### src/rtl/ro_pkg.sv
package ro_pkg;

   localparam int WORD_BITS  = 32;
   localparam int LINE_WORDS = 16;
   localparam int MAX_LEN    = 32;
   localparam int ARID_LOG   = 5;
   localparam int THREAD_LOG = 3;

   typedef logic [WORD_BITS-1:0]               word_t;
   typedef logic [LINE_WORDS*WORD_BITS-1:0]    line_t;      // one 64-byte line
   typedef logic [LINE_WORDS-1:0]              word_mask_t;
   typedef logic [$clog2(LINE_WORDS)-1:0]      line_idx_t;

   // length needs one more bit than an index so that MAX_LEN fits
   typedef logic [$clog2(MAX_LEN+1)-1:0]       req_len_t;
   typedef logic [$clog2(MAX_LEN)-1:0]         word_id_t;

   typedef logic [15:0]                        ctx_t;
   typedef logic [ARID_LOG-1:0]                arid_t;
   typedef logic [THREAD_LOG-1:0]              thread_t;

   typedef enum logic [0:0] {
      AR_IDLE,
      AR_BURST   // issuing line reads for the current request
   } ar_state_e;

endpackage
### src/rtl/ro_read_stage.sv
module ro_read_stage import ro_pkg::*; (
   input  logic        clk,
   input  logic        rstn,

   input  logic        req_valid,
   output logic        req_ready,
   input  logic [31:0] req_addr,
   input  req_len_t    req_len,
   input  ctx_t        req_ctx,

   output logic        arvalid,
   input  logic        arready,
   output logic [31:0] araddr,
   output arid_t       arid,

   input  logic        rvalid,
   output logic        rready,
   input  arid_t       rid,
   input  line_t       rdata,

   output logic        out_valid,
   input  logic        out_ready,
   output word_t       out_data,
   output ctx_t        out_ctx,
   output word_id_t    out_word_id,
   output logic        out_last,

   output logic        idle
);

   logic       arid_avail;
   thread_t    entry_thread;
   word_mask_t entry_mask;
   word_id_t   entry_start;

   thread_t    hit_thread;
   word_mask_t hit_mask;
   word_id_t   hit_start;

   logic       start_valid;
   thread_t    start_thread;
   ctx_t       start_ctx;
   req_len_t   start_len;

   logic       done_valid;
   thread_t    done_thread;

   ro_request_split split_i (
      .clk          (clk),
      .rstn         (rstn),
      .req_valid    (req_valid),
      .req_ready    (req_ready),
      .req_addr     (req_addr),
      .req_len      (req_len),
      .req_ctx      (req_ctx),
      .arvalid      (arvalid),
      .arready      (arready),
      .araddr       (araddr),
      .arid_avail   (arid_avail),
      .entry_thread (entry_thread),
      .entry_mask   (entry_mask),
      .entry_start  (entry_start),
      .start_valid  (start_valid),
      .start_thread (start_thread),
      .start_ctx    (start_ctx),
      .start_len    (start_len),
      .done_valid   (done_valid),
      .done_thread  (done_thread),
      .idle         (idle)
   );

   ro_tag_table tags_i (
      .clk          (clk),
      .rstn         (rstn),
      .arvalid      (arvalid),
      .arready      (arready),
      .arid         (arid),
      .arid_avail   (arid_avail),
      .entry_thread (entry_thread),
      .entry_mask   (entry_mask),
      .entry_start  (entry_start),
      .rvalid       (rvalid),
      .rready       (rready),
      .rid          (rid),
      .hit_thread   (hit_thread),
      .hit_mask     (hit_mask),
      .hit_start    (hit_start)
   );

   ro_response_unpack unpack_i (
      .clk          (clk),
      .rstn         (rstn),
      .rvalid       (rvalid),
      .rready       (rready),
      .rdata        (rdata),
      .hit_thread   (hit_thread),
      .hit_mask     (hit_mask),
      .hit_start    (hit_start),
      .start_valid  (start_valid),
      .start_thread (start_thread),
      .start_ctx    (start_ctx),
      .start_len    (start_len),
      .out_valid    (out_valid),
      .out_ready    (out_ready),
      .out_data     (out_data),
      .out_ctx      (out_ctx),
      .out_word_id  (out_word_id),
      .out_last     (out_last),
      .done_valid   (done_valid),
      .done_thread  (done_thread)
   );

endmodule

### src/rtl/ro_response_unpack.sv
module ro_response_unpack import ro_pkg::*; (
   input  logic       clk,
   input  logic       rstn,

   input  logic       rvalid,
   output logic       rready,
   input  line_t      rdata,
   input  thread_t    hit_thread,
   input  word_mask_t hit_mask,
   input  word_id_t   hit_start,

   input  logic       start_valid,
   input  thread_t    start_thread,
   input  ctx_t       start_ctx,
   input  req_len_t   start_len,

   output logic       out_valid,
   input  logic       out_ready,
   output word_t      out_data,
   output ctx_t       out_ctx,
   output word_id_t   out_word_id,
   output logic       out_last,

   output logic       done_valid,
   output thread_t    done_thread
);

   // held line
   logic       held;
   line_t      line_q;
   word_mask_t mask_q;
   word_id_t   word_id_q;
   thread_t    thread_q;

   // per-thread state, written when a read is accepted
   ctx_t       ctx_tab [2**THREAD_LOG];
   req_len_t   rem_tab [2**THREAD_LOG];

   line_idx_t  pos;
   word_mask_t next_mask;
   logic       line_done;
   logic       out_hs;
   logic       r_hs;

   // lowest wanted word still in the line
   always_comb begin
      pos = '0;
      for (int i = LINE_WORDS - 1; i >= 0; i--) begin
         if (mask_q[i]) begin
            pos = line_idx_t'(i);
         end
      end
   end

   assign next_mask = mask_q & (mask_q - 1'b1);   // drops the lowest set bit
   assign line_done = (next_mask == '0);

   assign out_valid   = held;
   assign out_data    = line_q[pos*WORD_BITS +: WORD_BITS];
   assign out_ctx     = ctx_tab[thread_q];
   assign out_word_id = word_id_q;
   assign out_last    = (rem_tab[thread_q] == req_len_t'(1));

   assign out_hs = out_valid && out_ready;
   assign rready = !held || (out_hs && line_done);
   assign r_hs   = rvalid && rready;

   assign done_valid  = out_hs && out_last;
   assign done_thread = thread_q;

   always_ff @(posedge clk) begin
      if (!rstn) begin
         held <= 1'b0;
      end else if (r_hs) begin
         held <= 1'b1;
      end else if (out_hs && line_done) begin
         held <= 1'b0;
      end
   end

   always_ff @(posedge clk) begin
      if (r_hs) begin
         line_q    <= rdata;
         mask_q    <= hit_mask;
         word_id_q <= hit_start;
         thread_q  <= hit_thread;
      end else if (out_hs) begin
         mask_q    <= next_mask;
         word_id_q <= word_id_q + 1'b1;
      end
   end

   always_ff @(posedge clk) begin
      if (out_hs) begin
         rem_tab[thread_q] <= rem_tab[thread_q] - 1'b1;
      end
      // a thread is restarted only after its last word has left
      if (start_valid) begin
         ctx_tab[start_thread] <= start_ctx;
         rem_tab[start_thread] <= start_len;
      end
   end

endmodule

### src/rtl/ro_tag_table.sv
module ro_tag_table import ro_pkg::*; (
   input  logic       clk,
   input  logic       rstn,

   input  logic       arvalid,
   input  logic       arready,
   output arid_t      arid,
   output logic       arid_avail,
   input  thread_t    entry_thread,
   input  word_mask_t entry_mask,
   input  word_id_t   entry_start,

   input  logic       rvalid,
   input  logic       rready,
   input  arid_t      rid,
   output thread_t    hit_thread,
   output word_mask_t hit_mask,
   output word_id_t   hit_start
);

   thread_t    thread_tab [2**ARID_LOG];
   word_mask_t mask_tab   [2**ARID_LOG];
   word_id_t   start_tab  [2**ARID_LOG];
   logic       id_empty;

   free_list #(
      .LOG_DEPTH(ARID_LOG)
   ) arid_pool (
      .clk     (clk),
      .rstn    (rstn),
      .wr_en   (rvalid && rready),   // id comes back with its response
      .wr_data (rid),
      .rd_en   (arvalid && arready),
      .rd_data (arid),
      .empty   (id_empty),
      .full    ()
   );

   assign arid_avail = !id_empty;

   always_ff @(posedge clk) begin
      if (arvalid && arready) begin
         thread_tab[arid] <= entry_thread;
         mask_tab[arid]   <= entry_mask;
         start_tab[arid]  <= entry_start;
      end
   end

   assign hit_thread = thread_tab[rid];
   assign hit_mask   = mask_tab[rid];
   assign hit_start  = start_tab[rid];

endmodule

### src/rtl/ro_request_split.sv
module ro_request_split import ro_pkg::*; (
   input  logic        clk,
   input  logic        rstn,

   input  logic        req_valid,
   output logic        req_ready,
   input  logic [31:0] req_addr,
   input  req_len_t    req_len,
   input  ctx_t        req_ctx,

   output logic        arvalid,
   input  logic        arready,
   output logic [31:0] araddr,
   input  logic        arid_avail,

   output thread_t     entry_thread,
   output word_mask_t  entry_mask,
   output word_id_t    entry_start,

   output logic        start_valid,
   output thread_t     start_thread,
   output ctx_t        start_ctx,
   output req_len_t    start_len,

   input  logic        done_valid,
   input  thread_t     done_thread,
   output logic        idle
);

   ar_state_e   state;
   logic [31:0] cur_addr;
   req_len_t    rem;        // words still to be requested
   word_id_t    word_idx;   // index of the next word within the read
   thread_t     cur_thread;

   line_idx_t   line_pos;
   req_len_t    line_room;
   req_len_t    chunk;
   logic        last_burst;
   logic        ar_hs;
   logic        accept;
   logic        thr_empty;
   thread_t     thr_next;

   assign line_pos   = cur_addr[5:2];
   assign line_room  = req_len_t'(LINE_WORDS) - req_len_t'(line_pos);
   assign chunk      = (rem < line_room) ? rem : line_room;
   assign last_burst = (rem <= line_room);

   assign arvalid   = (state == AR_BURST) && arid_avail;
   assign ar_hs     = arvalid && arready;
   assign req_ready = !thr_empty && ((state == AR_IDLE) || (ar_hs && last_burst));
   assign accept    = req_valid && req_ready;

   always_ff @(posedge clk) begin
      if (!rstn) begin
         state <= AR_IDLE;
      end else if (accept) begin
         state <= AR_BURST;
      end else if (ar_hs && last_burst) begin
         state <= AR_IDLE;
      end
   end

   always_ff @(posedge clk) begin
      if (accept) begin
         cur_addr   <= req_addr;
         rem        <= req_len;
         word_idx   <= '0;
         cur_thread <= thr_next;
      end else if (ar_hs && !last_burst) begin
         cur_addr <= cur_addr + (32'(chunk) << 2);   // next line start
         rem      <= rem - chunk;
         word_idx <= word_idx + word_id_t'(chunk);
      end
   end

   // words covered by this bus read, within the line
   always_comb begin
      for (int i = 0; i < LINE_WORDS; i++) begin
         entry_mask[i] = (req_len_t'(i) >= req_len_t'(line_pos)) &&
                         (req_len_t'(i) < req_len_t'(line_pos) + chunk);
      end
   end

   assign araddr       = cur_addr;
   assign entry_thread = cur_thread;
   assign entry_start  = word_idx;

   always_ff @(posedge clk) begin
      if (!rstn) begin
         start_valid <= 1'b0;
      end else begin
         start_valid <= accept;
      end
   end

   always_ff @(posedge clk) begin
      if (accept) begin
         start_thread <= thr_next;
         start_ctx    <= req_ctx;
         start_len    <= req_len;
      end
   end

   free_list #(
      .LOG_DEPTH(THREAD_LOG)
   ) thread_pool (
      .clk     (clk),
      .rstn    (rstn),
      .wr_en   (done_valid),
      .wr_data (done_thread),
      .rd_en   (accept),
      .rd_data (thr_next),
      .empty   (thr_empty),
      .full    (idle)      // every thread back in the pool
   );

endmodule

### src/rtl/free_list.sv
module free_list #(
   parameter int LOG_DEPTH = 5
) (
   input  logic                 clk,
   input  logic                 rstn,
   input  logic                 wr_en,
   input  logic [LOG_DEPTH-1:0] wr_data,
   input  logic                 rd_en,
   output logic [LOG_DEPTH-1:0] rd_data,
   output logic                 empty,
   output logic                 full
);

   logic [LOG_DEPTH-1:0] mem [2**LOG_DEPTH];
   logic [LOG_DEPTH-1:0] rd_ptr;
   logic [LOG_DEPTH-1:0] wr_ptr;
   logic [LOG_DEPTH:0]   count;

   always_ff @(posedge clk) begin
      if (!rstn) begin
         // every id starts out free
         for (int i = 0; i < 2**LOG_DEPTH; i++) begin
            mem[i] <= i[LOG_DEPTH-1:0];
         end
         rd_ptr <= '0;
         wr_ptr <= '0;   // buffer is full, so write side wraps onto read side
         count  <= (LOG_DEPTH+1)'(2**LOG_DEPTH);
      end else begin
         if (wr_en) begin
            mem[wr_ptr] <= wr_data;
            wr_ptr      <= wr_ptr + 1'b1;
         end
         if (rd_en) begin
            rd_ptr <= rd_ptr + 1'b1;
         end
         case ({wr_en, rd_en})
            2'b10:   count <= count + 1'b1;
            2'b01:   count <= count - 1'b1;
            default: count <= count;
         endcase
      end
   end

   assign rd_data = mem[rd_ptr];   // oldest free id
   assign empty   = (count == '0);
   assign full    = (count == (LOG_DEPTH+1)'(2**LOG_DEPTH));

endmodule

### config.mk
export PLATFORM = sky130hd
export DESIGN_NAME = ro_read_stage
export DESIGN_NICKNAME = d
export VERILOG_FILES = /design/src/rtl/ro_pkg.sv /design/src/rtl/ro_read_stage.sv /design/src/rtl/ro_response_unpack.sv /design/src/rtl/ro_tag_table.sv /design/src/rtl/ro_request_split.sv /design/src/rtl/free_list.sv
export SDC_FILE = /design/constraint.sdc
export NUM_CORES = 2
export LEC_CHECK = 0
export ABC_AREA = 1
export BUFFER_PORTS_ARGS = -buffer_cell sky130_fd_sc_hd__buf_2
export CAP_MARGIN = 20
export CORE_AREA = 2 2 277 552
export DETAILED_ROUTE_END_ITERATION = 7
export DIE_AREA = 0 0 279 554
export PLACE_DENSITY = 0.66
export SETUP_SLACK_MARGIN = 0.3
export SLEW_MARGIN = 20
export SYNTH_ARGS = -nofsm -noshare
export SYNTH_HDL_FRONTEND = slang
export SYNTH_SLANG_ARGS = --single-unit
### constraint.sdc
create_clock -name clk -period 10.4 [get_ports clk]
set_input_delay 2.08 -clock clk [delete_from_list [all_inputs] [get_ports clk]]
set_output_delay 2.08 -clock clk [all_outputs]
set_load 0.05 [all_outputs]
==> metrics.txt <==
P_int 14000 uW; CP Cell Sequence inv_1, nand2_1, nand2_1, nand2_1, nand2_1, nand2_1, nand2_1, nand2_1, nand2_1, nand2_1, nand2_1, nand2_1, nand2_1, nand2_1, nand2_4, nand2_4, buf_4, nand2_1, nand2_1, nand2_1, nand3_1, nand3_1, nand2_1, buf_2; maximum VDD drop roughly 280 uV; crit-path leading delay family simple AND/OR/NAND/NOR gates; Synthesis Warnings 0; Post-synth top flop edfxtp_1; setup violators final 0; Hold Buf Count CTS 0; CP peak stage delay 0.70 ns; Slew Viols, Final 0; failing checks design-rule violations; CP endpoint kind output pin; metal2 WL 126 mm; # IOs 673; max-cap violations 0; P&R area growth vs syn 14.7%; Final ANT Viol Nets 0; Post-synth EDFFs about 1700; initial core utilization around half; Worst path most repeated cell nand2_1; P_leak roughly 0.032 uW; CTS H-Tree Depth 4; vias in the first global route ~52000; Total GRT Usage between 30% and 40%; startpoint types flop; Final Skew between 0.06 and 0.07 ns; fraction of layout cells with a size suffix above 1 16.1%; Psw 6520 uW; DRC violations left 1; Avg Vias per Cell about 6.0; Sw Share a little under a third; period utilisation layout slightly below 80%; routability cong. 0.996; outcome complete, but fails checks; port bufs between 600 and 700; Fill cells about 12000; Hold Path Class reg2reg; design area around 86000 um^2; top layer in use met5; post-layout util 57.1%; crit path DAT approximately 6 ns; Worst Tran Pin Value approximately 1.1 ns; Num CTS Buffers approximately 160; Post-CTS Resized 0; cell taking the most area after synthesis edfxtp_1; Seq/Total Area, Yosys between 70 and 80%; WL/cell between 20 and 30 um; Pre-antenna DRT Iters 8; slew margin rel. about a quarter; gr ovfl total 0; CP max stage cell nand2_4; first-pass GRT wire length roughly 360 mm; share of the synthesized area in the top cell type a little over two thirds; Syn Inst Count ~6400; Flop pwr share about half; metal3 WL between 20 and 30 mm; Fmax 0.125 GHz; RSZ-0062 raised after global routing false; Final Hold Fails 0; Die X-Extent roughly 280 um; DR iter-0 viols approximately 6500; clk_lat worst skew around 0.83 ns; share of synthesized registers carrying an async set or reset 0%; Worst-path clk slew about 0.070 ns; post-synthesis cell area roughly 75000 um^2; CTS Sinks around 1800; Die Y 554 um; CP Data Required Time around 8.3 ns; Critical path buffers and inverters 3; Core Footprint 150000 um^2; initial antenna violation count 117; Worst Path Max Fanout 77; final net count about 7600; Rows around 200; Setup TNS 0 ns; PwrDens 239 nW/um^2; Setup CP Type reg2out; average size of a mapped cell 11.6 um^2; Design Power between 20000 and 25000 uW; largest net degree at the start of global routing 185; area post-placement roughly 80000 um^2; logic gate share of total power between 20 and 25%; Die ar. around 150000 um^2; Post-CTS Setup Inserts 0; DRT met1 WL 84.1 mm; CTS tree built; post-DP HPWL 172 mm; Yosys reg bits ~1800; Longest Clk Path Bufs 4; most frequent cell after synthesis edfxtp_1; Post-synth top cells edfxtp_1 (1727), nand2_1 (984), nor2_1 (730); via count 54742; Post-Synthesis Net Count slightly above 7000; fin crit period around 8.0 ns; Clock Root Buffer clkbuf_16; final WL 261 mm; Yosys cell types 61; largest cells by area after synthesis edfxtp_1 (69%), nand2_1 (4.9%), o21ai_0 (4.6%), nand3_1 (4.5%), nor2_1 (3.7%); Clk pwr share approximately 30%
==> kinds of logic after synthesis <==
group	synth area share, %
AND/OR/NAND/NOR	14.8
AO/OA/AOI/OAI	8.78
adder cells (fa/ha/maj)	0.820
XOR/XNOR	0.479
flip-flops	70.4
other	0.00501
buffers and inverters	4.74
==> area by class of cell <==
class	count	area [um^2]	share of cell area (%)
multi-input combinational	3755	18900	22.0
clock inverter	92	928	1.08
inverter	522	1980	2.31
clock buffer	195	4350	5.07
tap	1928	2410	2.81
timing repair buffer	782	4250	4.95
antenna	131	328	0.382
sequential	1766	52600	61.4
==> power by group through the flow <==
stage	Clock (uW)	Sequential (uW)	Combinational, uW
final	6060	9880	4600
after global routing	6350	9910	4990
after CTS	6110	9870	4530
after detailed placement	0	10000	4510
after global placement	0	10000	4440
after floorplan	0	10200	2530
==> per-stage QoR <==
step | std cells | setup WS, ns | hold WS, ns
final | 9171 | 2.38 | 0.480
after CTS | 9040 | 2.71 | 0.486
after detailed placement | 8753 | 3.59 | 0.472
after global routing | 9101 | 2.21 | 0.510
after global placement | 8753 | 3.56 | 0.467
after floorplan | 6436 | 0.926 | 0.443
==> per-layer routing <==
metal,GRT usage [%],vias to the layer above
met3,9.28,843
met4,25.6,36
met5,0,-
met1,35.5,26629
li1,-,24088
met2,54.0,3146
==> final timing paths <==
check                                          startpoint                        end  slack [ns]  depth (start not counted)
worst max-delay path                  unpack_i.mask_q[14]               out_data[27]        2.38                         24
worst min-delay path            tags_i.arid_pool.count[0]  tags_i.arid_pool.count[0]        0.48                          1
worst max register to register          split_i.araddr[3]     tags_i.mask_tab[22][0]        3.71                         21
worst min register to register  tags_i.arid_pool.count[0]  tags_i.arid_pool.count[0]        0.48                          1
==> layout by cell type, fill, tap and decap left out, types with 20 or more instances in the layout <==
master,netlist,layout
a21oi_1,67,62
nand2_1,984,979
inv_1,506,499
ha_1,41,41
o221ai_1,122,122
a22oi_1,21,21
dfxtp_1,39,37
clkinv_1,5,38
clkbuf_16,0,169
nand3b_1,55,55
nand3_1,670,670
nand4_1,29,29
clkinv_2,0,26
xor2_1,23,23
nor2_2,7,30
edfxtp_1,1727,1727
nor3_1,34,31
clkbuf_1,296,24
nor2_1,730,689
diode_2,0,131
nor2_4,8,26
o22ai_1,107,107
o21ai_0,693,692
a22o_1,20,20
buf_4,1,107
buf_2,45,669
==> flip-flops by register name (all words and copies together) (netlist names), 6 cells and up, named ones only <==
name / count
split_i.rem: 6
unpack_i.mask_q: 16
split_i.araddr: 32
tags_i.arid_pool.count: 6
unpack_i.line_q: 512
tags_i.start_tab: 160
unpack_i.ctx_tab: 128
unpack_i.rem_tab: 48
split_i.thread_pool.mem: 24
tags_i.mask_tab: 512
split_i.start_ctx: 16
tags_i.arid_pool.mem: 160
split_i.start_len: 6
tags_i.thread_tab: 96
(Power assumes the default switching activity.)
